### src/hw/chess_pkg.sv
package chess_pkg;

   localparam int SQUARE_W    = 4;
   localparam int NUM_SQUARES = 64;
   localparam int BOARD_W     = SQUARE_W * NUM_SQUARES;
   localparam int SQ_IDX_W    = 6;

   // piece kinds, the black flag sits above them
   localparam logic [2:0] KIND_EMPTY  = 3'd0;
   localparam logic [2:0] KIND_PAWN   = 3'd1;
   localparam logic [2:0] KIND_KNIGHT = 3'd2;
   localparam logic [2:0] KIND_BISHOP = 3'd3;
   localparam logic [2:0] KIND_ROOK   = 3'd4;
   localparam logic [2:0] KIND_QUEEN  = 3'd5;
   localparam logic [2:0] KIND_KING   = 3'd6;

   localparam int MAX_MOVES  = 256;
   localparam int MOVE_IDX_W = 8;
   localparam int MOVE_CNT_W = 9;

   // square walker states
   localparam int WALK_STATE_W = 4;

   localparam logic [WALK_STATE_W-1:0] WALK_IDLE      = 4'd0;
   localparam logic [WALK_STATE_W-1:0] WALK_SCAN      = 4'd1;
   localparam logic [WALK_STATE_W-1:0] WALK_DIR_INIT  = 4'd2;
   localparam logic [WALK_STATE_W-1:0] WALK_STEP      = 4'd3;
   localparam logic [WALK_STATE_W-1:0] WALK_PAWN_WAIT = 4'd4;
   localparam logic [WALK_STATE_W-1:0] WALK_PAWN      = 4'd5;
   localparam logic [WALK_STATE_W-1:0] WALK_NEXT      = 4'd6;
   localparam logic [WALK_STATE_W-1:0] WALK_DRAIN     = 4'd7;
   localparam logic [WALK_STATE_W-1:0] WALK_DONE      = 4'd8;

   // one square code, seen raw or as color plus kind
   typedef union packed {
      logic [SQUARE_W-1:0] code;
      struct packed {
         logic       black;
         logic [2:0] kind;
      } piece;
   } square_u;

   // square s = row*8 + col sits at bits s*4 and up
   typedef square_u [NUM_SQUARES-1:0] board_t;

endpackage

### src/hw/step_table.sv
`timescale 1ns/100ps

module step_table
   (
      input  logic [2:0]        kind,
      input  logic [2:0]        dir_index,
      output logic signed [2:0] d_row,
      output logic signed [2:0] d_col,
      output logic [3:0]        dir_count,
      output logic              is_slider
   );

   logic [2:0] line_sel;
   logic [5:0] line_step;
   logic [5:0] jump_step;

   always_comb
   begin
      line_sel  = dir_index;
      dir_count = 4'd0;
      is_slider = 1'b0;
      case (kind)
         chess_pkg::KIND_ROOK:
         begin
            line_sel  = {1'b0, dir_index[1:0]}; // orthogonal half
            dir_count = 4'd4;
            is_slider = 1'b1;
         end
         chess_pkg::KIND_BISHOP:
         begin
            line_sel  = {1'b1, dir_index[1:0]}; // diagonal half
            dir_count = 4'd4;
            is_slider = 1'b1;
         end
         chess_pkg::KIND_QUEEN:
         begin
            dir_count = 4'd8;
            is_slider = 1'b1;
         end
         chess_pkg::KIND_KNIGHT, chess_pkg::KIND_KING:
            dir_count = 4'd8;
         chess_pkg::KIND_EMPTY, chess_pkg::KIND_PAWN:
            dir_count = 4'd0; // pawns go through pawn_targets
         default:
            dir_count = 4'd0;
      endcase
   end

   always_comb
   begin
      case (line_sel)
         3'd0: line_step = {3'sd1, 3'sd0};
         3'd1: line_step = {-3'sd1, 3'sd0};
         3'd2: line_step = {3'sd0, 3'sd1};
         3'd3: line_step = {3'sd0, -3'sd1};
         3'd4: line_step = {3'sd1, 3'sd1};
         3'd5: line_step = {3'sd1, -3'sd1};
         3'd6: line_step = {-3'sd1, 3'sd1};
         default: line_step = {-3'sd1, -3'sd1};
      endcase
      case (dir_index)
         3'd0: jump_step = {-3'sd2, -3'sd1};
         3'd1: jump_step = {-3'sd1, -3'sd2};
         3'd2: jump_step = {3'sd1, -3'sd2};
         3'd3: jump_step = {3'sd2, -3'sd1};
         3'd4: jump_step = {3'sd2, 3'sd1};
         3'd5: jump_step = {3'sd1, 3'sd2};
         3'd6: jump_step = {-3'sd1, 3'sd2};
         default: jump_step = {-3'sd2, 3'sd1};
      endcase
   end

   assign {d_row, d_col} = (kind == chess_pkg::KIND_KNIGHT) ? jump_step : line_step;

endmodule

### config.mk
export PLATFORM = sky130hd
export DESIGN_NAME = step_table
export DESIGN_NICKNAME = d
export VERILOG_FILES = /design/src/hw/chess_pkg.sv /design/src/hw/step_table.sv
export SDC_FILE = /design/constraint.sdc
export NUM_CORES = 1
export LEC_CHECK = 0
export BUFFER_PORTS_ARGS = -buffer_cell sky130_fd_sc_hd__buf_2
export CAP_MARGIN = 20
export CORE_AREA = 2 2 39 41
export DETAILED_ROUTE_END_ITERATION = 8
export DIE_AREA = 0 0 41 43
export PLACE_DENSITY_LB_ADDON = 0.25
export REMOVE_ABC_BUFFERS = 1
export SETUP_SLACK_MARGIN = 0.2
export SYNTH_ARGS = -nofsm -noshare
export SYNTH_HDL_FRONTEND = slang
export SYNTH_SLANG_ARGS = --single-unit
### constraint.sdc
create_clock -name vclk -period 1.55
set_clock_uncertainty 0.15 [all_clocks]
set_input_delay 0.155 -clock vclk [all_inputs]
set_output_delay 0.155 -clock vclk [all_outputs]
set_load 0.02 [all_outputs]
[After elaboration in Yosys (flattened, before gate mapping)]
Index checks and enable logic that the tools add are counted.
Cells by class
  add/subtract/negate cells: 0
  multipliers: 0
  div/mod/pow operators: 0
  magnitude comparators: 0
  eq/ne operators: 17
  shifts and indexed selects: 0
  mux-type cells: 6
  bitwise logic cells: 0
  reduce and logical (&&, ||, !) cells: 5
Operators with widths (number)
  case mux 6 bit (7 select lines): 2
  equality test 3 bit (second input constant): 9
  equality test 3 x 2 -> 1 bit (second input constant): 6
  case mux 4 bit (2 select lines): 1
  equality test 3 x 1 -> 1 bit (second input constant): 2
  logical NOT 3 bit: 2
  two-way mux 6 bit: 1
  case mux 3 bit (2 select lines): 1
  OR reduction 3 bit: 2
  OR reduction 2 bit: 1
  two-way mux 1 bit: 1
Storage, ports and cells
  register bits after elaboration: 0
  bits in latches: 0
  memory bits (writable): 0
  ROM bits: 0
  memories: 0

[Logic depth before layout (Yosys ltp)]
  depth after elaboration: 5
  mapped depth: 7

[Least setup slack after synthesis]
Ideal clock, no wire load.
  path kind: input to output
  start point: input port dir_index[1]
  end point: output port d_col[1]
  arrival: 1399 ps
  slack: -154 ps
  stages on the path: 7
  cells stage by stage: inv_1 ha_1 or2_0 buf_2 nor4b_1 a211o_1 a31oi_1
Between the ends
  longest elaborated chain between the ends: 4
  elaborated cells on any way between the ends: 18
RTL lines
  start: declaration: line step_table.sv:6  | input logic [2:0] dir_index,
  case mux 3 bit (2 select lines): line step_table.sv:22  | case (kind)
  equality test 3 bit (tied with other cells): line step_table.sv:51  | case (line_sel)
  case mux 6 bit (7 select lines): line step_table.sv:51
  two-way mux 6 bit (*): line step_table.sv:73  | assign {d_row, d_col} = (kind == chess_pkg::KIND_KNIGHT) ? jump_step : line_step;
  end: declaration: line step_table.sv:8  | output logic signed [2:0] d_col,
Every way passes the cells marked *; elsewhere a longest branch is shown, timed or not.

[Worst setup path in the final report]
Ends and elaborated chain as after synthesis.

==> flow_metrics.py <==
metrics = {
    "outcome": {
        "status": "complete, but fails checks",
        "violations": "setup timing",
    },
    "layout": {
        "drive_gt1_frac": 0.564,
        "syn2layout_area_growth_pct": 85.3,
        "nets": 90,
        "diodes": 0,
        "clock_buffers": 0,
        "seq_cells": 0,
        "stdcell_area_sq_um": 631,
        "seqCellArea_sq_um": 0,
        "final_core_util": 0.456,
    },
    "power": {
        "clkPwrFrac": 0,
        "peakVddDrop_uv": 136,
        "swShare": 0.532,
        "power_density_nw_per_um2": 347,
        "p_comb_frac": 1.000,
        "seq_power_share": 0,
        "internal_power_mw": 0.103,
        "p_sw_mw": 0.117,
        "power.static_leakage_nw": 0.280,
    },
    "global_route": {
        "grt_pass1_wl_mm": 1.61,
        "grt_max_degree": 10,
        "first_global_vias": 408,
        "grt.overflow.total": 0,
        "grt.total_usage": 0.120,
        "antenna_found_initial": 0,
    },
    "placed_design": {
        "place_congestion": 0.801,
        "port_buffers": 15,
        "place_hpwl_microns": 661,
        "postPlaceCellArea_sq_um": 508,
    },
    "flow_run": {
        "maxCapViolCount": 0,
    },
    "synth": {
        "synth.top_cell.area_share": 0.147,
        "ys_types": 26,
        "netlist_instances": 53,
        "netlist_area_sq_um": 340,
        "synth.area.top_cells": "ha_1 (15%), a21oi_1 (7.4%), o21ai_0 (7.4%), mux2i_1 (5.9%), nor4b_1 (5.1%)",
        "synth_area_per_cell_sq_um": 6.42,
        "ys_warn_count": 0,
        "synth_area_leader_cell": "ha_1",
        "ys_seq_area_frac": 0,
    },
    "worst_setup_path": {
        "cp_slowest_cell": "a211o_1",
        "required_ns": 1.24,
        "critPathMaxFanout": 3,
        "critPathArrivalTime_ns": 1.36,
        "path_cells": "buf_8, inv_4, ha_4, buf_6, nor3_2, a311oi_1, a211o_1, a31oi_1, buf_4",
        "max_stage_delay_ns": 0.29,
        "crit_path_end_kind": "output pin",
        "path_class": "in -> out",
        "start_kind": "input pin",
    },
    "die": {
        "die_y_microns": 43,
        "core_sq_um": 1380,
        "rows": 14,
        "dieArea_sq_um": 1760,
        "pin_count": 17,
        "die_w_microns": 41,
        "start_util": 0.246,
    },
    "route": {
        "routed_wl_microns": 887,
        "drt_iter0_drc": 3,
        "route.detailed.drc": 0,
        "drt_pass1_iterations": 4,
        "routedWlPerCell_microns": 9.44,
        "viasPerCell": 4.78,
        "ant_nets": 0,
        "via_count": 449,
    },
    "timing": {
        "final.period_utilization": 1.07,
        "max_freq_mhz": 602,
        "rsz0062_at_grt": "yes",
        "slew_viol_final": 0,
        "fin_ws_ns": -0.110,
        "final.min_clock_period_ns": 1.66,
        "setup_viol": 6,
        "final-hold-violation-count": 0,
    },
    "clock_network": {
        "cts_hold_buf": 0,
    },
    "min_path": {
        "hold_path.class": "in -> out",
    },
}
==> worst max-delay path, delay by kind of cell <==
kind | cells | cell delay [ns]
compound gates | 3 | 0.50
buf+inv | 4 | 0.39
simple gates | 1 | 0.16
fa+ha+maj | 1 | 0.15
==> area by class of cell <==
class                           instances  area (sq um)
Fill cell                             145           753
Inverter                                4          17.5
Multi-Input combinational cell         45           373
Tap cell                               16          20.0
Timing Repair Buffer                   29           220
==> cells in the mapped netlist (all sizes together) <==
master and instances:
or2b 1, mux2i 2, nor4b 2, o21ai 6, nor3 3, clkbuf 1
nor2 4, nand2 4, nor4 1, ha 4, a21oi 5, nor2b 1
nor3b 1, a311oi 1, conb 1, inv 4, o211ai 2, a211o 1
or3b 1, buf 4, or2 2, a31oi 1, o311ai 1
==> through the flow <==
| stage | hold slack [ns] | TNS [ns] | std cells | setup WS [ns] | total power, mW |
|---|---|---|---|---|---|
| 5_1_grt | 0.602 | -0.790 | 94 | -0.167 | 0.239 |
| 2_1_floorplan | 0.289 | -0.339 | 49 | -0.185 | 0.105 |
| 6_report | 0.567 | -0.340 | 94 | -0.110 | 0.219 |
| 3_3_place_gp | 0.545 | -0.970 | 93 | -0.212 | 0.179 |
| 4_1_cts | 0.569 | -0.306 | 94 | -0.114 | 0.216 |
| 3_5_place_dp | 0.547 | -1.12 | 93 | -0.245 | 0.179 |
==> power by group through the flow <==
stage	Clock, mW	Combinational (mW)	Sequential (mW)
finish	0	0.219	0
CTS	0	0.216	0
global route	0	0.239	0
detailed placement	0	0.179	0
floorplan	0	0.105	0
global placement	0	0.179	0
==> per-layer routing <==
layer	part of all wire	vias up	GRT usage
li1	-	237	-
met1	0.46	204	0.155
met2	0.52	8	0.213
met3	0.026	0	0.00524
met4	0	0	0.0133
met5	0	-	0
==> final timing paths <==
kind / slack (ns) / cells past startpoint / startpoint / endpoint
setup / recovery: -0.11 / 9 / dir_index[1] / d_col[1]
hold / removal: 0.57 / 4 / kind[1] / dir_count[3]
==> repair_timing <==
| action | in CTS | in global routing |
|---|---|---|
| pin swaps | 5 | 2 |
| resized for setup | 27 | 1 |
| setup buffers | 1 | 0 |
| setup endpoints to repair | 6 | 6 |
==> logic make-up (layout without fill, tap and decap cells) <==
family | count (synthesis) | after routing | synth area share
mux | 2 | 2 | 0.0588
buf+inv | 9 | 33 | 0.129
simple gates | 20 | 20 | 0.342
other cells | 1 | 2 | 0.0110
fa+ha+maj | 4 | 4 | 0.147
compound gates | 17 | 17 | 0.312
==> cells in the final DEF, fill, tap and decap left out, types with 2 or more instances in the layout <==
master	Yosys	final
buf_4	2	15
buf_2	2	10
a21oi_1	5	5
nand2_1	4	4
nor2_1	4	4
o21ai_0	5	3
inv_1	4	2
mux2i_1	2	2
o21ai_1	0	2
o211ai_1	2	2
nor3_1	3	2
ha_2	0	2
ha_4	0	2
conb_1	1	2
buf_6	0	2
(Power assumes the default switching activity.)
