<file path="src/hw/chess_pkg.sv">
package chess_pkg;

   localparam int SQUARE_W    = 4;
   localparam int NUM_SQUARES = 64;
   localparam int BOARD_W     = SQUARE_W * NUM_SQUARES;
   localparam int SQ_IDX_W    = 6;

   // piece kinds, the black flag sits above them
   localparam logic [2:0] KIND_EMPTY  = 3'd0;
   localparam logic [2:0] KIND_PAWN   = 3'd1;
   localparam logic [2:0] KIND_KNIGHT = 3'd2;
   localparam logic [2:0] KIND_BISHOP = 3'd3;
   localparam logic [2:0] KIND_ROOK   = 3'd4;
   localparam logic [2:0] KIND_QUEEN  = 3'd5;
   localparam logic [2:0] KIND_KING   = 3'd6;

   localparam int MAX_MOVES  = 256;
   localparam int MOVE_IDX_W = 8;
   localparam int MOVE_CNT_W = 9;

   // square walker states
   localparam int WALK_STATE_W = 4;

   localparam logic [WALK_STATE_W-1:0] WALK_IDLE      = 4'd0;
   localparam logic [WALK_STATE_W-1:0] WALK_SCAN      = 4'd1;
   localparam logic [WALK_STATE_W-1:0] WALK_DIR_INIT  = 4'd2;
   localparam logic [WALK_STATE_W-1:0] WALK_STEP      = 4'd3;
   localparam logic [WALK_STATE_W-1:0] WALK_PAWN_WAIT = 4'd4;
   localparam logic [WALK_STATE_W-1:0] WALK_PAWN      = 4'd5;
   localparam logic [WALK_STATE_W-1:0] WALK_NEXT      = 4'd6;
   localparam logic [WALK_STATE_W-1:0] WALK_DRAIN     = 4'd7;
   localparam logic [WALK_STATE_W-1:0] WALK_DONE      = 4'd8;

   // one square code, seen raw or as color plus kind
   typedef union packed {
      logic [SQUARE_W-1:0] code;
      struct packed {
         logic       black;
         logic [2:0] kind;
      } piece;
   } square_u;

   // square s = row*8 + col sits at bits s*4 and up
   typedef square_u [NUM_SQUARES-1:0] board_t;

endpackage

</file>
<file path="src/hw/pawn_targets.sv">
`timescale 1ns/100ps

module pawn_targets
   (
      input  logic                                clk,
      input  chess_pkg::board_t                   board,
      input  logic                                white_to_move,
      input  logic [2:0]                          origin_row,
      input  logic [2:0]                          origin_col,
      output logic [3:0][chess_pkg::SQ_IDX_W-1:0] pawn_to,
      output logic [3:0]                          pawn_ok
   );

   logic [4:0]         fwd_row;
   logic [4:0]         dbl_row;
   logic [2:0]         start_row;
   logic [2:0]         left_col;
   logic [2:0]         right_col;
   logic               fwd_on;
   chess_pkg::square_u fwd_sq;
   chess_pkg::square_u dbl_sq;
   chess_pkg::square_u left_sq;
   chess_pkg::square_u right_sq;

   always_comb
   begin
      fwd_row   = {2'b00, origin_row} + (white_to_move ? 5'd1 : 5'b11111);
      dbl_row   = {2'b00, origin_row} + (white_to_move ? 5'd2 : 5'b11110);
      start_row = white_to_move ? 3'd1 : 3'd6;
      left_col  = origin_col - 3'd1; // wraps at col 0, masked below
      right_col = origin_col + 3'd1;
      fwd_on    = fwd_row[4:3] == 2'b00;
      fwd_sq    = board[{fwd_row[2:0], origin_col}];
      dbl_sq    = board[{dbl_row[2:0], origin_col}];
      left_sq   = board[{fwd_row[2:0], left_col}];
      right_sq  = board[{fwd_row[2:0], right_col}];
   end

   // free running, only looked at in the pawn states
   always_ff @(posedge clk)
   begin
      pawn_to[0] <= {fwd_row[2:0], origin_col};
      pawn_to[1] <= {dbl_row[2:0], origin_col};
      pawn_to[2] <= {fwd_row[2:0], left_col};
      pawn_to[3] <= {fwd_row[2:0], right_col};

      pawn_ok[0] <= fwd_on && fwd_sq.code == '0;
      pawn_ok[1] <= origin_row == start_row && fwd_sq.code == '0 && dbl_sq.code == '0;
      pawn_ok[2] <= fwd_on && origin_col != 3'd0 && left_sq.code != '0 &&
                    left_sq.piece.black == white_to_move; // enemy only
      pawn_ok[3] <= fwd_on && origin_col != 3'd7 && right_sq.code != '0 &&
                    right_sq.piece.black == white_to_move;
   end

endmodule

</file>
<file path="config.mk">
export PLATFORM = sky130hd
export DESIGN_NAME = pawn_targets
export DESIGN_NICKNAME = d
export VERILOG_FILES = /design/src/hw/chess_pkg.sv /design/src/hw/pawn_targets.sv
export SDC_FILE = /design/constraint.sdc
export NUM_CORES = 1
export LEC_CHECK = 0
export BUFFER_PORTS_ARGS = -buffer_cell sky130_fd_sc_hd__buf_2
export CAP_MARGIN = 20
export CORE_AREA = 3 3 111 113
export CTS_BUF_LIST = sky130_fd_sc_hd__clkbuf_16
export DETAILED_ROUTE_END_ITERATION = 6
export DIE_AREA = 0 0 114 116
export PLACE_DENSITY_LB_ADDON = 0.3
export SLEW_MARGIN = 25
export SYNTH_ARGS = -nofsm -noshare
export SYNTH_HDL_FRONTEND = slang
export SYNTH_SLANG_ARGS = --single-unit
</file>
<file path="constraint.sdc">
create_clock -name clk -period 7.78 [get_ports clk]
set_input_delay 0.778 -clock clk [delete_from_list [all_inputs] [get_ports clk]]
set_output_delay 0.778 -clock clk [all_outputs]
set_load 0.03 [all_outputs]
</file>
# --- Yosys cells after proc, flatten, opt, wreduce, memory -nomap -nowiden ---
# Cells that the tools add are included.
classes:
  n_addsub: 4
  n_lt_le_gt_ge: 4
  n_eq_ne: 4
  n_mux: 11
  reduce_logical: 15
op_table:
  columns: ["op", "count"]
  rows:
  - ["binary-select mux 4 bit (select 6 bit)", 4]
  - ["< comparator 6 x 7 -> 1 bit (second input constant)", 4]
  - ["2-to-1 mux 4 bit", 4]
  - ["logical AND 1 bit", 9]
  - ["zero test 4 bit", 2]
  - ["nonzero test 4 bit", 2]
  - ["2-to-1 mux 3 bit", 2]
  - ["adder 3 x 5 -> 5 bit", 1]
  - ["2-to-1 mux 5 bit", 1]
  - ["adder 3 x 1 -> 3 bit (second input constant)", 1]
  - ["adder 3 bit", 1]
  - ["equality test 3 bit", 1]
  - ["!= test 3 bit (second input constant)", 1]
  - ["nonzero test 3 bit", 1]
  - ["subtractor 3 x 1 -> 3 bit (second input constant)", 1]
  - ["equality test 1 bit", 2]
  - ["zero test 2 bit", 1]
word_totals:
  regBits: 28
  input_bits: 264
  output_inout_bits: 28
  word_cells: 43

# --- Longest topological paths before layout ---
depth:
  ltp_word: 7
  ltp_mapped: 14
  depth_no_buf: 10

# --- Least setup slack after synthesis ---
# No wires, ideal clock.
synth_timing:
  path_type: "input port to flip-flop"
  startpoint: "in origin_col[0]"
  endpoint: "reg pawn_ok[3]"
  setup_ps: 125
  t_arrival_ps: 3403
  t_required_ps: 7655
  slack_ps: 4252
  stages: 11
  path_buffers: 3
  path_cell_list: "buf_6 -> inv_2 -> buf_2 -> ha_1 -> buf_2 -> mux4_2 -> mux4_2 -> nor4_2 -> a221oi_1 -> a22oi_1 -> mux2i_1"
synth_via:
  elab_chain_len: 6
  elab_cells_between_ends: 9
  cone_classes: "add/sub: 1; eq/ne: 2; mux: 2; reduce/logical: 4"
synth_lines:
  columns: ["item", "line", "rtl"]
  rows:
  - ["start: declaration", "pawn_targets.sv:9", "input logic [2:0] origin_col,"]
  - ["adder 3 x 1 -> 3 bit (*)", "pawn_targets.sv:31", "right_col = origin_col + 3'd1;"]
  - ["named net right_col[1]", "pawn_targets.sv:18", "logic [2:0] right_col;"]
  - ["binary-select mux 4 bit (select 6 bit) (*)", "pawn_targets.sv:36", "right_sq = board[{fwd_row[2:0], right_col}];"]
  - ["2-to-1 mux 4 bit (implied by the code) (*)", "pawn_targets.sv:36", null]
  - ["nonzero test 4 bit", "pawn_targets.sv:51", "pawn_ok[3] <= fwd_on && origin_col != 3'd7 && right_sq.code != '0 &&"]
  - ["logical AND 1 bit", "pawn_targets.sv:51", null]
  - ["logical AND 1 bit (*)", "pawn_targets.sv:51", null]
  - ["end signal: assignment", "pawn_targets.sv:51", null]
  - ["end: declaration", "pawn_targets.sv:11", "output logic [3:0] pawn_ok"]
# The timed path passes the listed nets; every way through them passes the cells marked *. The select of a mux whose other input is x is not followed.

# --- Worst setup path in the final report ---
# Ends and elaborated chain as after synthesis.

==> impl_metrics.ini <==
[setup_path]
path_class = input pin to flop
cp_data_arrival_time_ns = 4.80
start_kind = input pin
crit_path_end = pawn_ok[3]$_DFF_P_
required_ns = 7.91
timing.critical_path.from = origin_col[0]
worstSetupEndpointType = flop
crit_fanout = 57

[power]
power_density_mw_per_mm2 = 104
ir_drop_uv = 130
p_leak_nw = 2.73

[logic_synthesis]
synth-simple-area-share_pct = 22.8
synth_fa_ha_area_share_pct = 2.13
synth-main-ff-cell = dfxtp_1
ys_ff_latch = 18
netlist_area_mm2 = 0.00505
synthArstFlopShare_pct = 0
yosys-top-cells-count = mux4_2, nor2_1, nor4_1
synthXorXnorAreaFrac_pct = 0.892
avgSynthCellArea_um2 = 9.44
synth.yosys.warnings = 0
synth_compound_area_share_pct = 11.7
synthTopCellsByArea = mux4_2, dfxtp_1, nor4_1
netlist.area_leader.share_pct = 40.1
synth_mux_area_share_pct = 47.4
synth_edf_count = 0
syn-num-nets = 807
synthCells = 535
synth_most_common_cell = mux4_2
synth_top_family_by_area = multiplexers
synth_cell_types = 58
synth-seq-area-share_pct = 7.13
yosys.area.top_type = mux4_2

[place]
dp_hpwl_um = 17200
port_buffers = 291
place.gp.congestion = 0.910
pre_cts_ws_ns = 2.81

[finish]
drive_above_1_share_pct = 52.3
area_growth_pct = 27.7
diodes = 0
filler_cell_count = 1064
fin_nets = 1055

[detailed_routing]
wl_per_cell_um = 22.7
post-route-drc-count = 0
routed_wl_um = 21000
drt_iter0_markers = 384
drtAntennaViolNets = 0
dr.pass1.iters = 5
vias_per_cell = 6.56
via_count = 6071

[global_route]
grt_usage_pct = 30.2
grt-ovfl-total = 0
grt_max_degree = 70
grt_pass1_wl_um = 31500
antenna_found_initial = 0
grt_pass1_vias = 5902

[sta]
totalNegativeSetupSlack_ns = 0
fin_ws_ns = 3.11
rsz0062_at_grt = false
worst_pin_slew_ns = 1.01
post-route-period-util_pct = 60.0
max_slew_margin_pct = 32.1
slew_viol_final = 0
fin_crit_ns = 4.67
holdWs_ns = 0.787
setup_viol = 0
finalHoldViolCount = 0
fmax_ghz = 0.214

[clock_network]
cts_sinks = 18
clk_pin_slew_ns = 0.06
htreeDepth = 1
post-cts-setup-buffer-count = 0
ctsResizeCount = 0
cts_buffers = 3
clock-root-buffer = clkbuf_16
cts_tree = done
cts_hold_buf = 0
clock_path_buffers = 2

[floorplan]
core-area_mm2 = 0.0114
fp.dieArea_mm2 = 0.0132
die_x_um = 114
fp-row-count = 39
io_pins = 292
die-height_um = 116
start_util_pct = 44.2

[flow_run]
drv_cap = 0

[min_path]
hp-class = input pin to flop

[run_status]
status = completed
## per-layer routing
layer	up-vias	share of wire (%)	global-route usage [%]
li1	2686	-	-
met1	2901	37	39.5
met2	443	52	53.8
met3	41	9.3	3.55
met4	0	1.7	7.13
met5	-	0	0
## through the flow
| step | cells | utilization (%) | cell area (um2) | power [W] |
|---|---|---|---|---|
| after floorplan | 535 | - | 5050 | 0.000406 |
| after global placement | 921 | 55.8 | 6370 | 0.000553 |
| after detailed placement | 921 | 55.8 | 6370 | 0.000561 |
| after CTS | 925 | 56.5 | 6450 | 0.000668 |
| after global routing | 925 | 56.5 | 6450 | 0.000708 |
| final | 925 | 56.5 | 6450 | 0.000672 |
## registers in the layout, indices dropped and copies added (netlist names)
register and cells:
pawn_ok 4, pawn_to 14
## area by class of cell
cell class	instances	area (um2)	area share [%]
multi-input cells	452	4300	66.6
repair buffers	294	1480	23.0
flip-flops and latches	18	360	5.58
well taps	143	179	2.77
clock buffers	3	75.1	1.16
inverters	14	55.1	0.853
clock inverters	1	3.75	0.0582
## cell families after synthesis
kind of cell	after synthesis
and+or+nand+nor	234
muxes	121
AOI/OAI and AO/OA	86
buffers and inverters	65
DFF	18
adders and majority gates	8
xor gates and xnor gates	3
## worst min path at each step
stage                       start             endpoint  cells after the start
detailed placement  origin_row[1]  pawn_to[10]$_DFF_P_                      2
global placement    origin_row[1]  pawn_to[10]$_DFF_P_                      2
floorplan           origin_col[0]   pawn_to[6]$_DFF_P_                      0
CTS                 origin_row[1]  pawn_to[10]$_DFF_P_                      2
finish              origin_row[1]  pawn_to[10]$_DFF_P_                      2
global route        origin_row[1]  pawn_to[10]$_DFF_P_                      2
## cell usage in the layout (no fill, tap or decap), types with 3 or more instances in the layout
cell       count
nand2_1       33
dfxtp_1       18
a221oi_1       3
ha_1           5
mux2i_1       20
a21oi_1       31
a211oi_1      12
mux4_2        90
buf_4          4
clkbuf_16      3
buf_2        290
mux2_2         8
o21ai_0        6
o22ai_1        7
nor3b_1        5
nand2b_1       3
nor4_1        51
or3_1          4
nor3_1        37
nand3_1        5
mux4_1         3
nor2_1        80
nand4_1        4
inv_1         11
## power by group
group	internal, W	total, W	switching, W
Sequential	0.000102	0.000106	0.00000399
Combinational	0.000211	0.000460	0.000248
Clock	0.0000685	0.000107	0.0000386
Total	0.000382	0.000672	0.000291
## critical path, stage by stage
cell      delay (ns)
buf_4           0.49
inv_2           0.49
ha_2            0.68
buf_4           0.51
mux4_2          0.57
mux4_2          0.48
nor4_2          0.29
a221oi_1        0.11
a22oi_1         0.23
mux2i_1         0.10
Power figures use the tool's default switching activity.
