File: config.mk
export PLATFORM = sky130hd
export DESIGN_NAME = square_walker
export DESIGN_NICKNAME = d
export VERILOG_FILES = /design/src/hw/chess_pkg.sv /design/src/hw/square_walker.sv
export SDC_FILE = /design/constraint.sdc
export NUM_CORES = 1
export LEC_CHECK = 0
export BUFFER_PORTS_ARGS = -buffer_cell sky130_fd_sc_hd__buf_2
export CAP_MARGIN = 15
export CORE_AREA = 2 2 227 229
export CTS_BUF_LIST = sky130_fd_sc_hd__clkbuf_8
export DETAILED_ROUTE_END_ITERATION = 8
export DIE_AREA = 0 0 229 231
export GPL_TIMING_DRIVEN = 0
export PLACE_DENSITY = 0.51
export REMOVE_ABC_BUFFERS = 1
export SKIP_LAST_GASP = 1
export SLEW_MARGIN = 15
export SYNTH_ARGS = -nofsm -noshare
export SYNTH_HDL_FRONTEND = slang
export SYNTH_SLANG_ARGS = --single-unit
File: constraint.sdc
create_clock -name clk -period 7.5 [get_ports clk]
set_input_delay 2.25 -clock clk [delete_from_list [all_inputs] [get_ports clk]]
set_output_delay 2.25 -clock clk [all_outputs]
set_load 0.005 [all_outputs]
File: src/hw/chess_pkg.sv
package chess_pkg;

   localparam int SQUARE_W    = 4;
   localparam int NUM_SQUARES = 64;
   localparam int BOARD_W     = SQUARE_W * NUM_SQUARES;
   localparam int SQ_IDX_W    = 6;

   // piece kinds, the black flag sits above them
   localparam logic [2:0] KIND_EMPTY  = 3'd0;
   localparam logic [2:0] KIND_PAWN   = 3'd1;
   localparam logic [2:0] KIND_KNIGHT = 3'd2;
   localparam logic [2:0] KIND_BISHOP = 3'd3;
   localparam logic [2:0] KIND_ROOK   = 3'd4;
   localparam logic [2:0] KIND_QUEEN  = 3'd5;
   localparam logic [2:0] KIND_KING   = 3'd6;

   localparam int MAX_MOVES  = 256;
   localparam int MOVE_IDX_W = 8;
   localparam int MOVE_CNT_W = 9;

   // square walker states
   localparam int WALK_STATE_W = 4;

   localparam logic [WALK_STATE_W-1:0] WALK_IDLE      = 4'd0;
   localparam logic [WALK_STATE_W-1:0] WALK_SCAN      = 4'd1;
   localparam logic [WALK_STATE_W-1:0] WALK_DIR_INIT  = 4'd2;
   localparam logic [WALK_STATE_W-1:0] WALK_STEP      = 4'd3;
   localparam logic [WALK_STATE_W-1:0] WALK_PAWN_WAIT = 4'd4;
   localparam logic [WALK_STATE_W-1:0] WALK_PAWN      = 4'd5;
   localparam logic [WALK_STATE_W-1:0] WALK_NEXT      = 4'd6;
   localparam logic [WALK_STATE_W-1:0] WALK_DRAIN     = 4'd7;
   localparam logic [WALK_STATE_W-1:0] WALK_DONE      = 4'd8;

   // one square code, seen raw or as color plus kind
   typedef union packed {
      logic [SQUARE_W-1:0] code;
      struct packed {
         logic       black;
         logic [2:0] kind;
      } piece;
   } square_u;

   // square s = row*8 + col sits at bits s*4 and up
   typedef square_u [NUM_SQUARES-1:0] board_t;

endpackage

File: src/hw/square_walker.sv
`timescale 1ns/100ps

module square_walker
   (
      input  logic                                clk,
      input  logic                                reset,
      input  logic                                board_valid,
      input  chess_pkg::board_t                   board_in,
      input  logic                                white_to_move_in,
      input  logic                                clear_moves,
      output logic [2:0]                          kind,
      output logic [2:0]                          dir_index,
      input  logic signed [2:0]                   d_row,
      input  logic signed [2:0]                   d_col,
      input  logic [3:0]                          dir_count,
      input  logic                                is_slider,
      output logic [2:0]                          origin_row,
      output logic [2:0]                          origin_col,
      input  logic [3:0][chess_pkg::SQ_IDX_W-1:0] pawn_to,
      input  logic [3:0]                          pawn_ok,
      output chess_pkg::board_t                   board,
      output logic                                white_to_move,
      output logic                                emit,
      output logic                                start,
      output logic [chess_pkg::SQ_IDX_W-1:0]      from_sq,
      output logic [chess_pkg::SQ_IDX_W-1:0]      to_sq,
      output logic                                moves_ready
   );

   logic [chess_pkg::WALK_STATE_W-1:0] state;
   logic [chess_pkg::SQ_IDX_W-1:0]     sq;
   logic [3:0]                         dir_cnt;
   logic [1:0]                         pawn_idx;
   logic signed [4:0]                  cur_row;
   logic signed [4:0]                  cur_col;
   chess_pkg::square_u                 here;
   chess_pkg::square_u                 tgt;
   logic                               here_own;
   logic                               tgt_on_board;
   logic                               tgt_empty;
   logic                               tgt_own;
   logic [2:0]                         pawn_stop_row;

   assign here       = board[sq];
   assign kind       = here.piece.kind;
   assign dir_index  = dir_cnt[2:0];
   assign origin_row = sq[5:3];
   assign origin_col = sq[2:0];

   assign tgt          = board[{cur_row[2:0], cur_col[2:0]}];
   assign tgt_on_board = cur_row[4:3] == 2'b00 && cur_col[4:3] == 2'b00;
   assign tgt_empty    = tgt.code == '0;
   assign tgt_own      = !tgt_empty && tgt.piece.black == !white_to_move;
   assign here_own     = here.code != '0 && here.piece.black == !white_to_move;

   // a pawn here would promote, so it is skipped
   assign pawn_stop_row = white_to_move ? 3'd6 : 3'd1;

   always_ff @(posedge clk)
   begin
      if (state == chess_pkg::WALK_IDLE && board_valid)
      begin
         board         <= board_in;
         white_to_move <= white_to_move_in;
      end
   end

   always_ff @(posedge clk)
   begin
      if (reset)
      begin
         state       <= chess_pkg::WALK_IDLE;
         emit        <= 1'b0;
         start       <= 1'b0;
         moves_ready <= 1'b0;
      end
      else
      begin
         emit  <= 1'b0;
         start <= 1'b0;
         case (state)
            chess_pkg::WALK_IDLE:
               if (board_valid)
               begin
                  start <= 1'b1; // clears the write address
                  sq    <= '0;
                  state <= chess_pkg::WALK_SCAN;
               end
            chess_pkg::WALK_SCAN:
            begin
               dir_cnt  <= '0;
               pawn_idx <= '0;
               if (!here_own)
                  state <= chess_pkg::WALK_NEXT;
               else if (kind == chess_pkg::KIND_PAWN)
                  state <= (origin_row == pawn_stop_row) ? chess_pkg::WALK_NEXT
                                                         : chess_pkg::WALK_PAWN_WAIT;
               else
                  state <= chess_pkg::WALK_DIR_INIT;
            end
            chess_pkg::WALK_DIR_INIT:
               if (dir_cnt < dir_count)
               begin
                  cur_row <= $signed({2'b00, origin_row}) + d_row;
                  cur_col <= $signed({2'b00, origin_col}) + d_col;
                  state   <= chess_pkg::WALK_STEP;
               end
               else
                  state <= chess_pkg::WALK_NEXT;
            chess_pkg::WALK_STEP:
            begin
               if (tgt_on_board && !tgt_own)
               begin
                  emit    <= 1'b1;
                  from_sq <= sq;
                  to_sq   <= {cur_row[2:0], cur_col[2:0]};
               end
               if (tgt_on_board && tgt_empty && is_slider)
               begin
                  cur_row <= cur_row + d_row; // keep sliding
                  cur_col <= cur_col + d_col;
               end
               else
               begin
                  dir_cnt <= dir_cnt + 4'd1;
                  state   <= chess_pkg::WALK_DIR_INIT;
               end
            end
            chess_pkg::WALK_PAWN_WAIT:
               state <= chess_pkg::WALK_PAWN; // pawn_targets settles
            chess_pkg::WALK_PAWN:
            begin
               if (pawn_ok[pawn_idx])
               begin
                  emit    <= 1'b1;
                  from_sq <= sq;
                  to_sq   <= pawn_to[pawn_idx];
               end
               pawn_idx <= pawn_idx + 2'd1;
               if (pawn_idx == 2'd3)
                  state <= chess_pkg::WALK_NEXT;
            end
            chess_pkg::WALK_NEXT:
               if (sq == '1)
                  state <= chess_pkg::WALK_DRAIN;
               else
               begin
                  sq    <= sq + 1'b1;
                  state <= chess_pkg::WALK_SCAN;
               end
            chess_pkg::WALK_DRAIN:
            begin
               moves_ready <= 1'b1; // last RAM write lands this cycle
               state       <= chess_pkg::WALK_DONE;
            end
            chess_pkg::WALK_DONE:
               if (clear_moves)
               begin
                  moves_ready <= 1'b0;
                  state       <= chess_pkg::WALK_IDLE;
               end
            default:
               state <= chess_pkg::WALK_IDLE;
         endcase
      end
   end

endmodule

---- Yosys cells after proc, flatten, opt, wreduce, memory -nomap -nowiden ----
Index checks and enable logic that the tools add are counted.
storage, ports and cells
  flip-flop bits (word level) ............. 298
  bits in latches ......................... 0
  bits in writable memories ............... 0
  memory bits (read-only) ................. 0
  input port bits ......................... 300
  memories ................................ 0
operators by class
  add/sub/neg operators ................... 7
  $mul .................................... 0
  div/mod/pow operators ................... 0
  $lt $le $gt $ge ......................... 4
  equal/unequal tests ..................... 23
  shift operators ......................... 0
  mux-type cells .......................... 43
  bitwise logic cells ..................... 2
  reductions and logical operators ........ 29
operator list
  cell                                                                           count
  4-bit binary-select mux with 6-bit select                                      2
  6-bit two-way mux                                                              7
  4-bit one-hot mux with 9 select lines                                          1
  6-bit one-hot mux with 2 select lines                                          3
  4-bit two-way mux                                                              7
  5-bit two-way mux                                                              4
  5-bit one-hot mux with 2 select lines                                          2
  2-bit != test (second input constant)                                          9
  4-bit by 3-bit == test with 1-bit output (second input constant)               4
  4-bit AND reduction                                                            4
  3-bit two-way mux                                                              5
  6-bit by 7-bit less-than comparator with 1-bit output (second input constant)  2
  6-bit binary-select mux with 2-bit select                                      1
  2-bit nonzero test                                                             6
  4-bit by 3-bit adder with 5-bit output                                         2
  5-bit by 3-bit adder with 5-bit output                                         2
  4-bit by 2-bit == test with 1-bit output (second input constant)               2
  4-bit logical NOT                                                              2
  4-bit one-hot mux with 2 select lines                                          1
  1-bit logical AND                                                              7
  6-bit by 1-bit adder with 6-bit output (second input constant)                 1
  6-bit == test (second input constant)                                          1
  1-bit two-way mux                                                              5
  4-bit by 1-bit adder with 4-bit output (second input constant)                 1
  other kinds (20)                                                               27

---- Depth between registers and ports, before layout ----
  depth in word-level cells ............... 9
  depth in mapped cells ................... 12
  mapped depth without buffers ............ 10

---- Least setup slack after synthesis ----
Ideal clock, no wire load.
  path type ............................... input to register
  start point ............................. input port board_valid
  end point ............................... register board[0] (netlist name) (enable)
  library setup time ...................... 0.607 ns
  arrival time ............................ 7.307 ns
  slack ................................... -0.414 ns
  stages .................................. 2
  path buffers ............................ 0
  path through ............................ nand3_1 > inv_1
between the ends
  word-level cells in the longest chain between the ends .. 1
ends and longest elaborated chain
  what                  RTL line             text
  from (decl)           square_walker.sv:7   input logic board_valid,
  1-bit logical AND     square_walker.sv:61  if (state == chess_pkg::WALK_IDLE && board_valid)
  to (signal assigned)  square_walker.sv:63  board <= board_in;
  to (decl)             square_walker.sv:21  output chess_pkg::board_t board,
No other way between the ends.
A chain may end at the register's enable or synchronous reset.

---- Worst setup path after layout ----
  start point ............................. register sq[0] (netlist name)
  end point ............................... output port kind[1]
between the ends
  word-level cells in the longest chain between the ends .. 2
ends and longest elaborated chain
  what                                       RTL line              text
  from (decl)                                square_walker.sv:31   logic [chess_pkg::SQ_IDX_W-1:0] sq;
  from (signal assigned)                     square_walker.sv:148  sq <= sq + 1'b1;
  4-bit binary-select mux with 6-bit select  square_walker.sv:44   assign here = board[sq];
  4-bit two-way mux (not written as such)    square_walker.sv:44
  to (decl)                                  square_walker.sv:11   output logic [2:0] kind,
No other way between the ends. The select of a mux whose other input is x is not followed.

==> flow_summary.rst <==
.. list-table::
   :header-rows: 1

   * - Metric
     - Value
   * - First-pass detailed-route iteration total
     - 5
   * - Post-route ant nets
     - 0
   * - Setup CP Type
     - flip-flop to output pin
   * - Top-Level Pins
     - 584
   * - Level count of the clock H-tree
     - 2
   * - Post-layout nets
     - 1797
   * - Clock net sink count
     - 298
   * - Cell types occupying the most area after synthesis
     - sky130_fd_sc_hd__edfxtp_1 (62%), sky130_fd_sc_hd__mux4_2 (15%), sky130_fd_sc_hd__mux4_1 (2.0%)
   * - Share of flip-flops with an asynchronous set or reset after synthesis
     - 0%
   * - Synth Instances
     - 869
   * - Width of the die
     - 229 um
   * - Initial Util
     - 27.9%
   * - Total power draw
     - 6.25 mW
   * - # port buffers
     - 583
   * - Result of the run
     - finished clean
   * - Final weighted congestion in routability-driven placement
     - 0.850
   * - Transition time at the pin with the least slew margin
     - 1.12 ns
   * - Area of the core region
     - 50700 sq um
   * - Via count of the first global-routing pass
     - 11300
   * - Max Transition Viols Final
     - 0
   * - DRC violation count after routing
     - 0
   * - Layout cells sized above 1
     - 51.9%
   * - Required arrival time at the worst endpoint
     - 5.25 ns
   * - Post-synth top area cell
     - sky130_fd_sc_hd__edfxtp_1
   * - DR vias/cell
     - 4.93
   * - Logic depth of the worst register-to-register path
     - 11
   * - Antenna violations before repair
     - 10
   * - Shortest period the worst path allows
     - 6.33 ns
   * - Startpoint type of the worst setup path
     - flip-flop
   * - Via count
     - 10900
   * - Number of rows in the core area
     - 83
   * - Total half-perimeter wirelength after legalization and detailed placement
     - 44500 um
   * - Total global routing overflow
     - 0
   * - Final critical-path setup slack
     - 1.17 ns
   * - Detailed-route wire length
     - 57100 um
   * - Global-route wire length before repair
     - 80500 um
   * - Cell area power density
     - 326 nW/um^2
   * - Share of synthesized area occupied by flip-flops and latches
     - 62.7%
   * - Number of CTS-inserted buffers
     - 54
   * - Final Hold Violating Endpoints
     - 0
   * - Fraction of the core area covered by cells at the end of the flow
     - 37.8%
   * - Peak supply drop
     - 278 uV
   * - Avg Cell Area, Syn
     - 16.3 sq um
   * - Post-route fraction of the period consumed by the critical path
     - 84.4%
   * - Peak Freq
     - 158 MHz
   * - Kind of path behind the tightest hold check
     - flip-flop to flip-flop
   * - Total Die Area
     - 52900 sq um
   * - Post-cts gate resize count
     - 0
   * - Source-to-sink clock delay at the later pin of the worst-skew pair
     - 0.64 ns
   * - Maximum number of pins on one net before global-route repair
     - 100
   * - Skew final
     - 0.0166 ns
   * - Area growth from synthesis to layout
     - 35.4%
   * - Post-CTS setup-driven buffer insertion count
     - 0
   * - Routed length per placed instance
     - 25.8 um
   * - Post-synth top area share
     - 61.7%
   * - Vertical die dimension
     - 231 um
   * - Setup repair after global routing missed its margin
     - no
   * - Crit path max fanout
     - 15
   * - Cell Area, Synth
     - 14200 sq um
   * - Cts-stage hold buffer count
     - 0
   * - Clock tree from TritonCTS
     - built
   * - Clock Pin Slew Worst Setup and Hold Paths
     - 0.06 ns
   * - Worst slack after detailed placement
     - 1.64 ns
   * - Final setup violation count
     - 0
   * - Maxcap violations
     - 0
   * - Static leakage
     - 7.60 nW
   * - Normalized max-slew margin
     - 25.3%
   * - Root cell of the clock tree
     - sky130_fd_sc_hd__clkbuf_8
   * - Depth of the worst hold-timing path
     - 2
   * - Cell types with the highest counts after synthesis
     - sky130_fd_sc_hd__edfxtp_1 (291), sky130_fd_sc_hd__mux4_2 (92), sky130_fd_sc_hd__nand2_1 (55), sky130_fd_sc_hd__nor2_1 (51), sky130_fd_sc_hd__nor3_1 (32)
   * - Number of storage elements in the synthesis netlist
     - 298
   * - Bufs on Longest Clock Path
     - 3
   * - GRT Resource Usage Total
     - 21.0%
   * - Number of different library cells in the post-synthesis netlist
     - 63
   * - Arrival time worst endpoint
     - 4.08 ns
   * - Post-synth EDFFs
     - 291
   * - Library cell with the highest instance count after synthesis
     - sky130_fd_sc_hd__edfxtp_1
   * - Iter 0 DRT Violations
     - 781
   * - Number of warning messages in the yosys log
     - 0
   * - Primary FF master, synth
     - sky130_fd_sc_hd__edfxtp_1
   * - Type of destination of the critical path
     - output pin
## cell families (layout without fill, tap and decap cells)
| logic type | after synthesis | count (layout) | synth area share (%) |
|---|---|---|---|
| flip-flops | 298 | 298 | 62.7 |
| AND/OR/NAND/NOR | 216 | 216 | 7.39 |
| AO/OA/AOI/OAI | 135 | 135 | 6.76 |
| multiplexers | 118 | 118 | 17.8 |
| buffers and inverters | 68 | 724 | 2.70 |
| XOR/XNOR | 18 | 18 | 1.11 |
| adder cells (fa/ha/maj) | 16 | 16 | 1.52 |
| other | 0 | 5 | 0 |
## per-layer routing
metal  wire [um]  global-route usage (%)  share of wire [%]
met3        4100                    5.11                7.2
met4        1190                    5.99                2.1
met5          23                       0              0.040
met1       23800                    27.3                 42
met2       27900                    35.0                 49
## area by class of cell
class                   count  area [sq um]
multi-input cells         503          4900
well taps                 680           851
clock inverters            45           278
inverters                  12          52.6
diodes                      5          12.5
fillers                  5024         31500
repair buffers            612          3440
clock buffers              55           757
flip-flops and latches    298          8880
## registers in the layout (all words and copies together) (netlist names)
name	cells
board	256
cur_col	5
cur_row	5
dir_cnt	4
emit	1
from_sq	6
moves_ready	1
pawn_idx	2
sq	6
start	1
state	4
to_sq	6
white_to_move	1
## cells in the final DEF (no fill, tap or decap), drive strengths merged, types with 4 or more instances in the layout
cell type and count:
nand3 21, clkinv 26, a21o 7, a211oi 12, xor2 5, a21oi 27
and2 7, nor3 32, nand2b 10, mux2 8, mux4 103, nor3b 4
o31ai 5, nor2b 10, ha 14, nor4 8, or3 6, nor2 51
xnor2 13, inv 26, buf 612, nand2 55, edfxtp 291, mux2i 7
a22oi 23, o21ai 14, a2111oi 5, clkbuf 55, and3 4, diode 5
a31oi 9, dfxtp 7, a221oi 4
## path summary, 6_finish.rpt
kind                            slack, ns                    end             startpoint
worst min-delay path                 0.59  state[3]$_SDFFE_PP0P_  state[1]$_SDFFE_PP0P_
worst min register to register       0.59  state[3]$_SDFFE_PP0P_  state[1]$_SDFFE_PP0P_
worst max register to register       2.64   cur_col[4]$_DFFE_PP_   cur_col[0]$_DFFE_PP_
worst max-delay path                 1.17                kind[1]    sq[0]$_SDFFCE_PN0P_
## per-stage QoR
| step | hold WS, ns | instances | TNS [ns] | cell area [sq um] |
|---|---|---|---|---|
| 2_1_floorplan | 0.514 | 813 | -106.30 | 13800 |
| 4_1_cts | 0.573 | 2205 | 0 | 19200 |
| 5_1_grt | 0.601 | 2209 | 0 | 19200 |
| 6_report | 0.588 | 2210 | 0 | 19200 |
| 3_5_place_dp | 0.568 | 2105 | 0 | 18100 |
| 3_3_place_gp | 0.556 | 2076 | -763.89 | 17600 |
## report_power, final
part	internal [mW]	switching, mW
Clock	0.789	0.729
Combinational	0.865	1.04
Sequential	2.42	0.408
Total	4.07	2.18
## worst max-delay path: stages (launching register included)
cell and delay, ns:
sky130_fd_sc_hd__edfxtp_1 0.63, sky130_fd_sc_hd__buf_16 0.22, sky130_fd_sc_hd__buf_8 0.19, sky130_fd_sc_hd__buf_8 0.18
sky130_fd_sc_hd__buf_8 0.20, sky130_fd_sc_hd__mux4_2 0.53, sky130_fd_sc_hd__a22oi_1 0.25, sky130_fd_sc_hd__a21oi_1 0.14
sky130_fd_sc_hd__nor4_1 0.77, sky130_fd_sc_hd__inv_1 0.12, sky130_fd_sc_hd__buf_2 0.19
No activity file was read; power rests on OpenSTA's default activity.
